===== config.mk =====
export PLATFORM = sky130hd
export DESIGN_NAME = rvDecodeTop
export DESIGN_NICKNAME = d
export VERILOG_FILES = /design/src/rvDecodePkg.sv /design/src/apbInstrPort.sv /design/src/instrFifo.sv /design/src/instrDecoder.sv /design/src/rvDecodeTop.sv
export VERILOG_INCLUDE_DIRS = /design/src
export SDC_FILE = /design/constraint.sdc
export NUM_CORES = 1
export LEC_CHECK = 0
export ABC_CLOCK_PERIOD_IN_PS = 4950
export BUFFER_PORTS_ARGS = -buffer_cell sky130_fd_sc_hd__buf_2
export CAP_MARGIN = 0
export CORE_MARGIN = 3
export CORE_UTILIZATION = 25
export DETAILED_ROUTE_END_ITERATION = 12
export SLEW_MARGIN = 15
export SYNTH_ARGS = -nofsm -noshare
export SYNTH_HDL_FRONTEND = slang
export SYNTH_SLANG_ARGS = --single-unit

===== constraint.sdc =====
create_clock -name clk -period 4.95 [get_ports clk]
set_input_delay 0.495 -clock clk [delete_from_list [all_inputs] [get_ports clk]]
set_output_delay 0.495 -clock clk [all_outputs]
set_load 0.02 [all_outputs]

===== src/rvDecode_cfg.svh =====
`ifndef RVDECODE_CFG_SVH
`define RVDECODE_CFG_SVH

// instruction FIFO entries
`define RVD_FIFO_DEPTH 4

// APB address width
`define RVD_ADDR_W 8

// register map
`define RVD_INSTR_ADDR 8'h00
`define RVD_STATUS_ADDR 8'h04

// status word layout
`define RVD_STAT_FULL_BIT 8
`define RVD_STAT_EMPTY_BIT 9

`endif


===== src/rvDecodePkg.sv =====
`include "rvDecode_cfg.svh"

package rvDecodePkg;

    // major opcodes of the decoded groups
    typedef enum logic [6:0] {
        opR      = 7'b0110011,
        opRW     = 7'b0111011,
        opJalr   = 7'b1100111,
        opLoad   = 7'b0000011,
        opImm    = 7'b0010011,
        opImmW   = 7'b0011011,
        opStore  = 7'b0100011,
        opBranch = 7'b1100011,
        opLui    = 7'b0110111,
        opAuipc  = 7'b0010111,
        opJal    = 7'b1101111
    } rvOpcode_t;

    typedef enum logic [2:0] {
        clsR,
        clsI,
        clsS,
        clsB,
        clsU,
        clsJ,
        clsNone
    } instrClass_t;

    // ILLEGAL first so an all-zero record reads as illegal
    typedef enum logic [5:0] {
        ILLEGAL,
        ADD, SUB, MUL, SLL, MULH, SLT, MULHSU, SLTU, MULHU,
        XOR, DIV, SRL, SRA, DIVU, OR, REM, AND, REMU,
        ADDW, SUBW, MULW, SLLW, DIVW, SRLW, SRAW, DIVUW, REMW, REMUW,
        JALR,
        LB, LH, LW, LD, LBU, LHU, LWU,
        ADDI, SLLI, SLTI, SLTIU, XORI, SRLI, SRAI, ORI, ANDI,
        ADDIW, SLLIW, SRLIW, SRAIW,
        SB, SH, SW, SD,
        BEQ, BNE, BLT, BGE, BLTU, BGEU,
        LUI, AUIPC, JAL
    } rvOp_t;

    typedef struct packed {
        logic                   psel;
        logic                   penable;
        logic                   pwrite;
        logic [`RVD_ADDR_W-1:0] paddr;
        logic [31:0]            pwdata;
    } apbReq_t;

    typedef struct packed {
        logic        pready;
        logic [31:0] prdata;
        logic        pslverr;
    } apbRsp_t;

    typedef struct packed {
        instrClass_t cls;
        rvOp_t       op;
        logic [4:0]  rd;
        logic [4:0]  rs1;
        logic [4:0]  rs2;
        logic [31:0] imm;
        logic        illegal;
    } decoded_t;

endpackage


===== src/apbInstrPort.sv =====
`timescale 1ns/1ps
`include "rvDecode_cfg.svh"

module apbInstrPort (
    input  logic                 clk,
    input  logic                 rstN,
    input  rvDecodePkg::apbReq_t req,
    output rvDecodePkg::apbRsp_t rsp,
    input  logic                 full,
    input  logic                 empty,
    input  logic [3:0]           level,
    output logic                 push,
    output logic [31:0]          pushData
);

    logic        setup;
    logic        access;
    logic        instrWrite;
    logic        statusRead;
    logic        setupSeen;
    logic [31:0] statusWord;
    logic [31:0] statusQ;

    assign setup  = req.psel && !req.penable;
    assign access = req.psel && req.penable;

    // address and direction decode
    assign instrWrite = req.pwrite && (req.paddr == `RVD_INSTR_ADDR);
    assign statusRead = !req.pwrite && (req.paddr == `RVD_STATUS_ADDR);

    always_comb begin
        statusWord = 32'd0;
        statusWord[3:0] = level;
        statusWord[`RVD_STAT_FULL_BIT] = full;
        statusWord[`RVD_STAT_EMPTY_BIT] = empty;
    end

    // tracks that the current access phase followed a setup phase
    always_ff @(posedge clk) begin
        if (!rstN) begin
            setupSeen <= 1'b0;
        end else if (setup) begin
            setupSeen <= 1'b1;
        end else if (access && rsp.pready) begin
            setupSeen <= 1'b0;
        end
    end

    // status sampled in the setup phase and returned in the access phase
    always_ff @(posedge clk) begin
        if (setup) begin
            statusQ <= statusWord;
        end
    end

    // wait states only for instruction writes into a full FIFO
    assign rsp.pready  = !(access && instrWrite && full);
    assign rsp.pslverr = access && !instrWrite && !statusRead;
    assign rsp.prdata  = (access && statusRead) ? statusQ : 32'd0;

    assign push     = access && setupSeen && instrWrite && !full;
    assign pushData = req.pwdata;

endmodule


===== src/instrFifo.sv =====
`timescale 1ns/1ps

module instrFifo #(
    parameter int DEPTH = 4
) (
    input  logic        clk,
    input  logic        rstN,
    input  logic        push,
    input  logic [31:0] pushData,
    input  logic        pop,
    output logic [31:0] head,
    output logic        notEmpty,
    output logic        full,
    output logic [3:0]  level
);

    localparam int AW = (DEPTH > 1) ? $clog2(DEPTH) : 1;

    logic [31:0]   mem [DEPTH];
    logic [AW-1:0] wrPtr;
    logic [AW-1:0] rdPtr;

    always_ff @(posedge clk) begin
        if (push) begin
            mem[wrPtr] <= pushData;
        end
    end

    // pointers wrap at DEPTH, which need not be a power of two
    always_ff @(posedge clk) begin
        if (!rstN) begin
            wrPtr <= '0;
            rdPtr <= '0;
            level <= 4'd0;
        end else begin
            if (push) begin
                wrPtr <= (wrPtr == AW'(DEPTH - 1)) ? '0 : wrPtr + 1'b1;
            end
            if (pop) begin
                rdPtr <= (rdPtr == AW'(DEPTH - 1)) ? '0 : rdPtr + 1'b1;
            end
            if (push && !pop) begin
                level <= level + 4'd1;
            end else if (pop && !push) begin
                level <= level - 4'd1;
            end
        end
    end

    assign head     = mem[rdPtr];
    assign notEmpty = (level != 4'd0);
    assign full     = (level == 4'(DEPTH));

endmodule


===== src/instrDecoder.sv =====
`timescale 1ns/1ps

module instrDecoder (
    input  logic                  clk,
    input  logic                  rstN,
    input  logic [31:0]           instr,
    input  logic                  notEmpty,
    output logic                  pop,
    output logic                  decValid,
    output rvDecodePkg::decoded_t dec,
    input  logic                  decReady
);

    import rvDecodePkg::*;

    rvOpcode_t   opcode;
    rvOp_t       op;
    instrClass_t cls;
    logic [2:0]  funct3;
    logic [6:0]  funct7;
    logic        isShift;
    logic        isWord;
    logic [5:0]  shamt;
    decoded_t    decNext;

    assign opcode = rvOpcode_t'(instr[6:0]);
    assign funct3 = instr[14:12];
    assign funct7 = instr[31:25];

    // operation select
    always_comb begin
        op = ILLEGAL;
        cls = clsNone;
        isShift = 1'b0;
        isWord = 1'b0;
        case (opcode)
            opR: begin
                cls = clsR;
                case ({funct7, funct3})
                    10'b0000000_000: op = ADD;
                    10'b0100000_000: op = SUB;
                    10'b0000001_000: op = MUL;
                    10'b0000000_001: op = SLL;
                    10'b0000001_001: op = MULH;
                    10'b0000000_010: op = SLT;
                    10'b0000001_010: op = MULHSU;
                    10'b0000000_011: op = SLTU;
                    10'b0000001_011: op = MULHU;
                    10'b0000000_100: op = XOR;
                    10'b0000001_100: op = DIV;
                    10'b0000000_101: op = SRL;
                    10'b0100000_101: op = SRA;
                    10'b0000001_101: op = DIVU;
                    10'b0000000_110: op = OR;
                    10'b0000001_110: op = REM;
                    10'b0000000_111: op = AND;
                    10'b0000001_111: op = REMU;
                    default: op = ILLEGAL;
                endcase
            end
            opRW: begin
                cls = clsR;
                case ({funct7, funct3})
                    10'b0000000_000: op = ADDW;
                    10'b0100000_000: op = SUBW;
                    10'b0000001_000: op = MULW;
                    10'b0000000_001: op = SLLW;
                    10'b0000001_100: op = DIVW;
                    10'b0000000_101: op = SRLW;
                    10'b0100000_101: op = SRAW;
                    10'b0000001_101: op = DIVUW;
                    10'b0000001_110: op = REMW;
                    10'b0000001_111: op = REMUW;
                    default: op = ILLEGAL;
                endcase
            end
            opJalr: begin
                cls = clsI;
                op = (funct3 == 3'b000) ? JALR : ILLEGAL;
            end
            opLoad: begin
                cls = clsI;
                case (funct3)
                    3'b000: op = LB;
                    3'b001: op = LH;
                    3'b010: op = LW;
                    3'b011: op = LD;
                    3'b100: op = LBU;
                    3'b101: op = LHU;
                    3'b110: op = LWU;
                    default: op = ILLEGAL;
                endcase
            end
            opImm: begin
                cls = clsI;
                isShift = (funct3 == 3'b001) || (funct3 == 3'b101);
                case (funct3)
                    3'b000: op = ADDI;
                    3'b001: op = (instr[31:26] == 6'd0) ? SLLI : ILLEGAL;
                    3'b010: op = SLTI;
                    3'b011: op = SLTIU;
                    3'b100: op = XORI;
                    // bit 30 picks arithmetic and bit 25 belongs to shamt
                    3'b101: begin
                        if (!instr[31] && instr[29:26] == 4'd0) begin
                            op = instr[30] ? SRAI : SRLI;
                        end
                    end
                    3'b110: op = ORI;
                    default: op = ANDI;
                endcase
            end
            opImmW: begin
                cls = clsI;
                isWord = 1'b1;
                isShift = (funct3 == 3'b001) || (funct3 == 3'b101);
                case (funct3)
                    3'b000: op = ADDIW;
                    3'b001: op = (funct7 == 7'd0) ? SLLIW : ILLEGAL;
                    3'b101: begin
                        if (funct7 == 7'b0000000 || funct7 == 7'b0100000) begin
                            op = instr[30] ? SRAIW : SRLIW;
                        end
                    end
                    default: op = ILLEGAL;
                endcase
            end
            opStore: begin
                cls = clsS;
                case (funct3)
                    3'b000: op = SB;
                    3'b001: op = SH;
                    3'b010: op = SW;
                    3'b011: op = SD;
                    default: op = ILLEGAL;
                endcase
            end
            opBranch: begin
                cls = clsB;
                case (funct3)
                    3'b000: op = BEQ;
                    3'b001: op = BNE;
                    3'b100: op = BLT;
                    3'b101: op = BGE;
                    3'b110: op = BLTU;
                    3'b111: op = BGEU;
                    default: op = ILLEGAL;
                endcase
            end
            opLui: begin
                cls = clsU;
                op = LUI;
            end
            opAuipc: begin
                cls = clsU;
                op = AUIPC;
            end
            opJal: begin
                cls = clsJ;
                op = JAL;
            end
            default: op = ILLEGAL;
        endcase
    end

    // word shifts take 5 bits of shamt
    assign shamt = isWord ? {1'b0, instr[24:20]} : instr[25:20];

    // field and immediate assembly
    always_comb begin
        decNext = '0;
        decNext.op = op;
        decNext.cls = cls;
        if (op == ILLEGAL) begin
            decNext.cls = clsNone;
            decNext.illegal = 1'b1;
        end else begin
            if (cls != clsS && cls != clsB) begin
                decNext.rd = instr[11:7];
            end
            if (cls != clsU && cls != clsJ) begin
                decNext.rs1 = instr[19:15];
            end
            if (cls == clsR || cls == clsS || cls == clsB) begin
                decNext.rs2 = instr[24:20];
            end
            case (cls)
                clsI: begin
                    decNext.imm = isShift ? {26'd0, shamt} : {{20{instr[31]}}, instr[31:20]};
                end
                clsS: decNext.imm = {{20{instr[31]}}, instr[31:25], instr[11:7]};
                clsB: begin
                    decNext.imm = {{19{instr[31]}}, instr[31], instr[7], instr[30:25],
                                   instr[11:8], 1'b0};
                end
                clsU: decNext.imm = {instr[31:12], 12'd0};
                clsJ: begin
                    decNext.imm = {{11{instr[31]}}, instr[31], instr[19:12], instr[20],
                                   instr[30:21], 1'b0};
                end
                default: decNext.imm = 32'd0;
            endcase
        end
    end

    // take a word when the output slot is free or draining
    assign pop = notEmpty && (!decValid || decReady);

    always_ff @(posedge clk) begin
        if (!rstN) begin
            decValid <= 1'b0;
        end else if (pop) begin
            decValid <= 1'b1;
        end else if (decReady) begin
            decValid <= 1'b0;
        end
    end

    always_ff @(posedge clk) begin
        if (pop) begin
            dec <= decNext;
        end
    end

endmodule


===== src/rvDecodeTop.sv =====
`timescale 1ns/1ps
`include "rvDecode_cfg.svh"

module rvDecodeTop (
    input  logic                  clk,
    input  logic                  rstN,
    input  rvDecodePkg::apbReq_t  apbReq,
    output rvDecodePkg::apbRsp_t  apbRsp,
    output logic                  decValid,
    output rvDecodePkg::decoded_t dec,
    input  logic                  decReady
);

    logic        push;
    logic [31:0] pushData;
    logic        pop;
    logic [31:0] head;
    logic        notEmpty;
    logic        full;
    logic [3:0]  level;

    apbInstrPort uPort (
        .clk      (clk),
        .rstN     (rstN),
        .req      (apbReq),
        .rsp      (apbRsp),
        .full     (full),
        .empty    (!notEmpty),
        .level    (level),
        .push     (push),
        .pushData (pushData)
    );

    instrFifo #(
        .DEPTH (`RVD_FIFO_DEPTH)
    ) uFifo (
        .clk      (clk),
        .rstN     (rstN),
        .push     (push),
        .pushData (pushData),
        .pop      (pop),
        .head     (head),
        .notEmpty (notEmpty),
        .full     (full),
        .level    (level)
    );

    instrDecoder uDecoder (
        .clk      (clk),
        .rstN     (rstN),
        .instr    (head),
        .notEmpty (notEmpty),
        .pop      (pop),
        .decValid (decValid),
        .dec      (dec),
        .decReady (decReady)
    );

endmodule


## Yosys cells after proc, flatten, opt, wreduce, memory -nomap -nowiden

Memory sizes are Yosys's and may differ from the RTL's. A register that Yosys moved wholly into a read port is not among the register bits.
Cells that the tools add are included.
W data, S select, Z words.

- Reduce and logical (&&, ||, !) cells: 54
- Equal/unequal tests: 49
- Bitwise operators: 3
- Add/subtract/negate cells: 4
- Multiplexer cells: 35

Operator list:

| cell | number |
|---|---|
| $pmux W32 S5 | 1 |
| $pmux W5 S18 | 1 |
| $pmux W6 S7 | 2 |
| $eq A10 B4 Y1 const B | 8 |
| $pmux W6 S11 | 1 |
| $pmux W5 S10 | 1 |
| $eq A10 B3 Y1 const B | 4 |
| $pmux W6 S6 | 1 |
| $eq A7 B6 Y1 const B | 5 |
| $mux W32 | 1 |
| $mux W6 | 5 |
| $pmux W6 S4 | 1 |
| $eq A7 B5 Y1 const B | 3 |
| $eq A7 B7 Y1 const B | 3 |
| $eq A10 B2 Y1 const B | 2 |
| $eq A10 B9 Y1 const B | 2 |
| $logic_and A1 B1 Y1 | 19 |
| $eq A3 B3 Y1 const B | 6 |
| $pmux W3 S6 | 1 |
| $pmux W6 S3 | 1 |
| $eq A3 B2 Y1 const B | 4 |
| $logic_not A6 Y1 | 2 |
| $reduce_or A2 Y1 | 6 |
| $logic_not A1 Y1 | 11 |
| other kinds (26) | 54 |

- Memories kept: 1
- RAM bits: 128
- Bits in registers: 73
- Input port bits: 46
- Logic and storage cells: 159

Memory list:

| name | depth | width | read ports | clocked after Yosys merged registers in | write ports | line | text |
|---|---|---|---|---|---|---|---|
| uFifo.mem | 4 | 32 | 1 | 1 | 1 | instrFifo.sv:19 | `logic [31:0] mem [DEPTH];` |

## Logic depth before layout (Yosys ltp)

- Word-level depth: 8
- Gate-level depth with buffers: 17
- Depth with buffers taken out: 13

## Modules after synthesis

Synthesis repeated with hierarchy kept, for this count alone.

- Cell total of the unflattened synthesis: 675
- Area total of the unflattened synthesis: 9576.7 µm²

By module, submodules not included:

| module | cells each | instances | sequential area each (µm²) | area an instance (µm²) |
|---|---|---|---|---|
| instrFifo | 223 | 1 | 4043.9 | 5208.7 |
| instrDecoder | 362 | 1 | 1731.7 | 3558.4 |
| apbInstrPort | 89 | 1 | 200.2 | 805.8 |
| rvDecodeTop | 1 | 1 | 0.0 | 3.8 |

## Worst setup path before layout

No wires, ideal clock.

- Path kind: input to register
- From: input port decReady
- To: register uFifo.level[3]
- Path slack: -0.199 ns
- Arrival time: 5.074 ns
- Cell stages on the path: 11
- Path buffers: 0
- Library setup time: 0.076 ns
- Cells stage by stage: nand2b_1 -> nor2b_1 -> inv_1 -> ha_1 -> inv_1 -> ha_1 -> a21o_1 -> a21oi_1 -> xnor2_1 -> or3_1 -> a21boi_0

- Cells in the longest elaborated chain, start to end: 5

Ends and longest elaborated chain:

| item | line | text |
|---|---|---|
| from (decl) | rvDecodeTop.sv:11 | `input logic decReady` |
| $logic_or A1 B1 Y1 * | instrDecoder.sv:207 | `assign pop = notEmpty && (!decValid \|\| decReady);` |
| $logic_and A1 B1 Y1 * | instrDecoder.sv:207 |  |
| named net pop | rvDecodeTop.sv:16 | `logic pop;` |
| $logic_not A1 Y1 | instrFifo.sv:42 | `if (push && !pop) begin` |
| $logic_and A1 B1 Y1 | instrFifo.sv:42 |  |
| $mux W4 or $reduce_bool A2 Y1 (tied branches) | -- |  |
| to (signal assigned) | instrFifo.sv:43 | `level <= level + 4'd1;` |
| to (signal assigned) | instrFifo.sv:45 | `level <= level - 4'd1;` |
| to (decl) | instrFifo.sv:14 | `output logic [3:0] level` |

Mark *: on every way through the listed nets, which the timed path passes. The rest lies on a longest branch.
A chain may end at the register's enable or synchronous reset.

==> flow_summary.toml <==
[synthesis]
library_cell_with_the_largest_summed_area_after_synthesis = "edfxtp_1"
synth.cell_area_mm2 = 0.009210
postSynth.asyncResetShare_pct = 0
synth_area_leaders = "edfxtp_1, mux4_2, dfxtp_1"
synth_sequential_area_ratio_pct = 64.88
synth_enable_flop_cells = 191
netlist_instances = 650
synth-warning-count = 0
yosys_register_bits = 203
synth_top_area_share_pct = 62.27
synth.lib_cells_used.distinct = 66
dominantRegCellSynth = "edfxtp_1"
syn_avg_cell_area_um2 = 14.17

[sta]
rsz0062_at_grt = "no"
totalNegativeSetupSlack_ns = 0
max_slew_headroom_pct = 35.04
max_freq_mhz = 247.3
fin_crit_ns = 4.043
skew_ns = 0.01275
final-hold-violation-count = 0
finalMaxSlewViolations = 0
max_slew.worst_pin.slew_ns = 0.9744
setup_viol = 0
post-route-period-util_pct = 81.68

[route]
detailed_route_vias_per_instance = 4.620
drt_iter0_markers = 397
remaining_drc_errors = 0
route.antenna.remaining_nets = 0
vias = 5734
finalWirelength_um = 21780
dr.pass1.iters = 4
average_wire_per_cell_in_the_routed_design_um = 17.55

[cells_and_area]
layout.cells.most_common = "edfxtp_1"
diodes = 0
drive_gt1_share_pct = 25.51
mostFrequentLayoutCells = "edfxtp_1, buf_2, nand2_1"
layout.cell_area.non_filler_mm2 = 0.01089
areaGrowthSynthToFinish_pct = 18.26
number_of_nets_in_the_layout = 822
final.fill_count = 3595

[global_routing]
number_of_global_route_vias_before_repair = 5756
grt_pass1_wl_um = 33760
groute.usage.overall_pct = 10.95
total_congestion_overflow = 0
initial_antenna_violation_count = 7
grt_max_degree = 59

[pwr]
leakage_power_summed_over_all_cells_nw = 3.737
vdd.ir_drop.worst_v = 0.0002504
power_density_mw_per_mm2 = 575.5
totalPowerFinal_mw = 6.268

[setup_path]
critPathTopFamily = "simple AND/OR/NAND/NOR gates"
required_ns = 5.29
critical_path_arrival_ns = 4.38
worstSetupPathType = "flip-flop to flip-flop"
sum_of_buffers_and_inverters_on_the_critical_path = 2
critical-path-max-stage-delay_ns = 0.81
critPathSlowestCell = "dfxtp_1"
cpMostUsedCell = "nor3_1"
timing.critical_path.cells = "mux4_2, nand2b_1, o22ai_1, and3_1, clkinv_2, ha_1, o21ai_0, nor3_1, nor2_1, buf_4, a211o_1, and2_0, a21oi_1, nor3_1"
critical_path_peak_fanout = 16
worst-r2r-setup-slack_ns = 0.91
cp-start-kind = "flip-flop"
crit_path_end_kind = "flip-flop"

[clock_network]
h_tree_levels = 1
cts.reportedPaths.clkPinSlew_ns = 0.06
clockRootBuffer = "clkbuf_16"
numClockSinks = 203
worst_skew_pair.late_latency_ns = 0.51
cts_tree = "yes"
cts_inserted_buffers = 23
post_cts_buffers = 0
ctsLongestPathBuffers = 3
cts_resized = 0
cts.hold.buffers_added = 0

[place]
place.detailed.hpwl_um = 15420
numPortBuffers = 111
finalWeightedCongestion = 0.8648
dpl_cell_area_mm2 = 0.01017

[min_path]
hold_class = "primary input to flip-flop"

[die]
initial_core_util_pct = 25.64
chipHeight_um = 197.9
core_region_area_mm2 = 0.03591
row_count = 69
die_area_mm2 = 0.03918
chipWidth_um = 197.9
io-pin-count = 138

[outcome]
run_status = "finished clean"

[job]
maximum_capacitance_violations = 0
-- final timing paths --
path | cells past startpoint | startpoint | end
min | 1 | apbReq[20] | uFifo.mem[2][20]
min reg2reg | 2 | uPort.setupSeen | uPort.setupSeen
max reg2reg | 14 | flip-flop | uDecoder.dec[26]
max | 14 | flip-flop | uDecoder.dec[26]
-- power breakdown --
part | internal, mW | switching, mW
clock network | 0.943 | 0.657
logic | 0.738 | 1.47
registers | 2.28 | 0.176
total | 3.96 | 2.31
-- sequential cells by signal (all words and copies together), names as in the netlist, named ones only --
register / flops
uDecoder.dec: 57
uDecoder.decValid: 1
uFifo.level: 4
uFifo.mem: 128
uFifo.rdPtr: 2
uFifo.wrPtr: 2
uPort.setupSeen: 1
uPort.statusQ: 6
-- per-stage QoR --
step | utilization (%) | cells | setup WS (ns) | hold slack, ns
after floorplan | - | 675 | 1.028 | 0.4637
after global placement | 28.32 | 1200 | 1.031 | 0.4879
after detailed placement | 28.32 | 1200 | 0.8911 | 0.5025
after CTS | 30.33 | 1241 | 0.8643 | 0.1788
after global routing | 30.33 | 1241 | 0.5349 | 0.1875
final | 30.33 | 1241 | 0.9068 | 0.1942
-- Yosys cell counts (all sizes together), types with 5 or more instances --
| master | n |
|---|---|
| nor3b | 12 |
| ha | 11 |
| nor3 | 40 |
| nand2 | 41 |
| nand4 | 5 |
| mux4 | 32 |
| clkbuf | 9 |
| nor4 | 13 |
| edfxtp | 191 |
| buf | 51 |
| inv | 10 |
| and2 | 20 |
| xnor2 | 5 |
| o21ai | 19 |
| a21oi | 40 |
| a22oi | 7 |
| mux2i | 7 |
| nor2b | 12 |
| nor2 | 35 |
| nand2b | 6 |
| nand3 | 16 |
| dfxtp | 12 |
-- metal layers --
metal / up-vias / part of all wire, % / global-route usage [%]
met5: - / 0.44 / 0
met4: 12 / 2.2 / 2.883
met3: 46 / 5.9 / 2.944
met2: 171 / 47 / 17.69
met1: 2816 / 44 / 14.66
li1: 2689 / - / -
-- final cells by class --
class	count	area [um2]	share of cell area (%)
clock inverter	11	98.84	0.9075
inverter	12	46.29	0.4250
multi-input combinational	400	2905	26.67
tap	461	576.8	5.296
clock buffer	30	621.8	5.709
timing repair buffer	124	665.6	6.111
sequential	203	5977	54.88
-- logic make-up after synthesis --
logic type | share of synthesized area [%]
DFF | 64.88
buffers and inverters | 4.673
other | 0.04072
and+or+nand+nor | 12.65
AOI/OAI and AO/OA | 6.670
xor gates and xnor gates | 0.6657
muxes | 8.708
adders and majority gates | 1.712
Power figures use the tool's default switching activity.
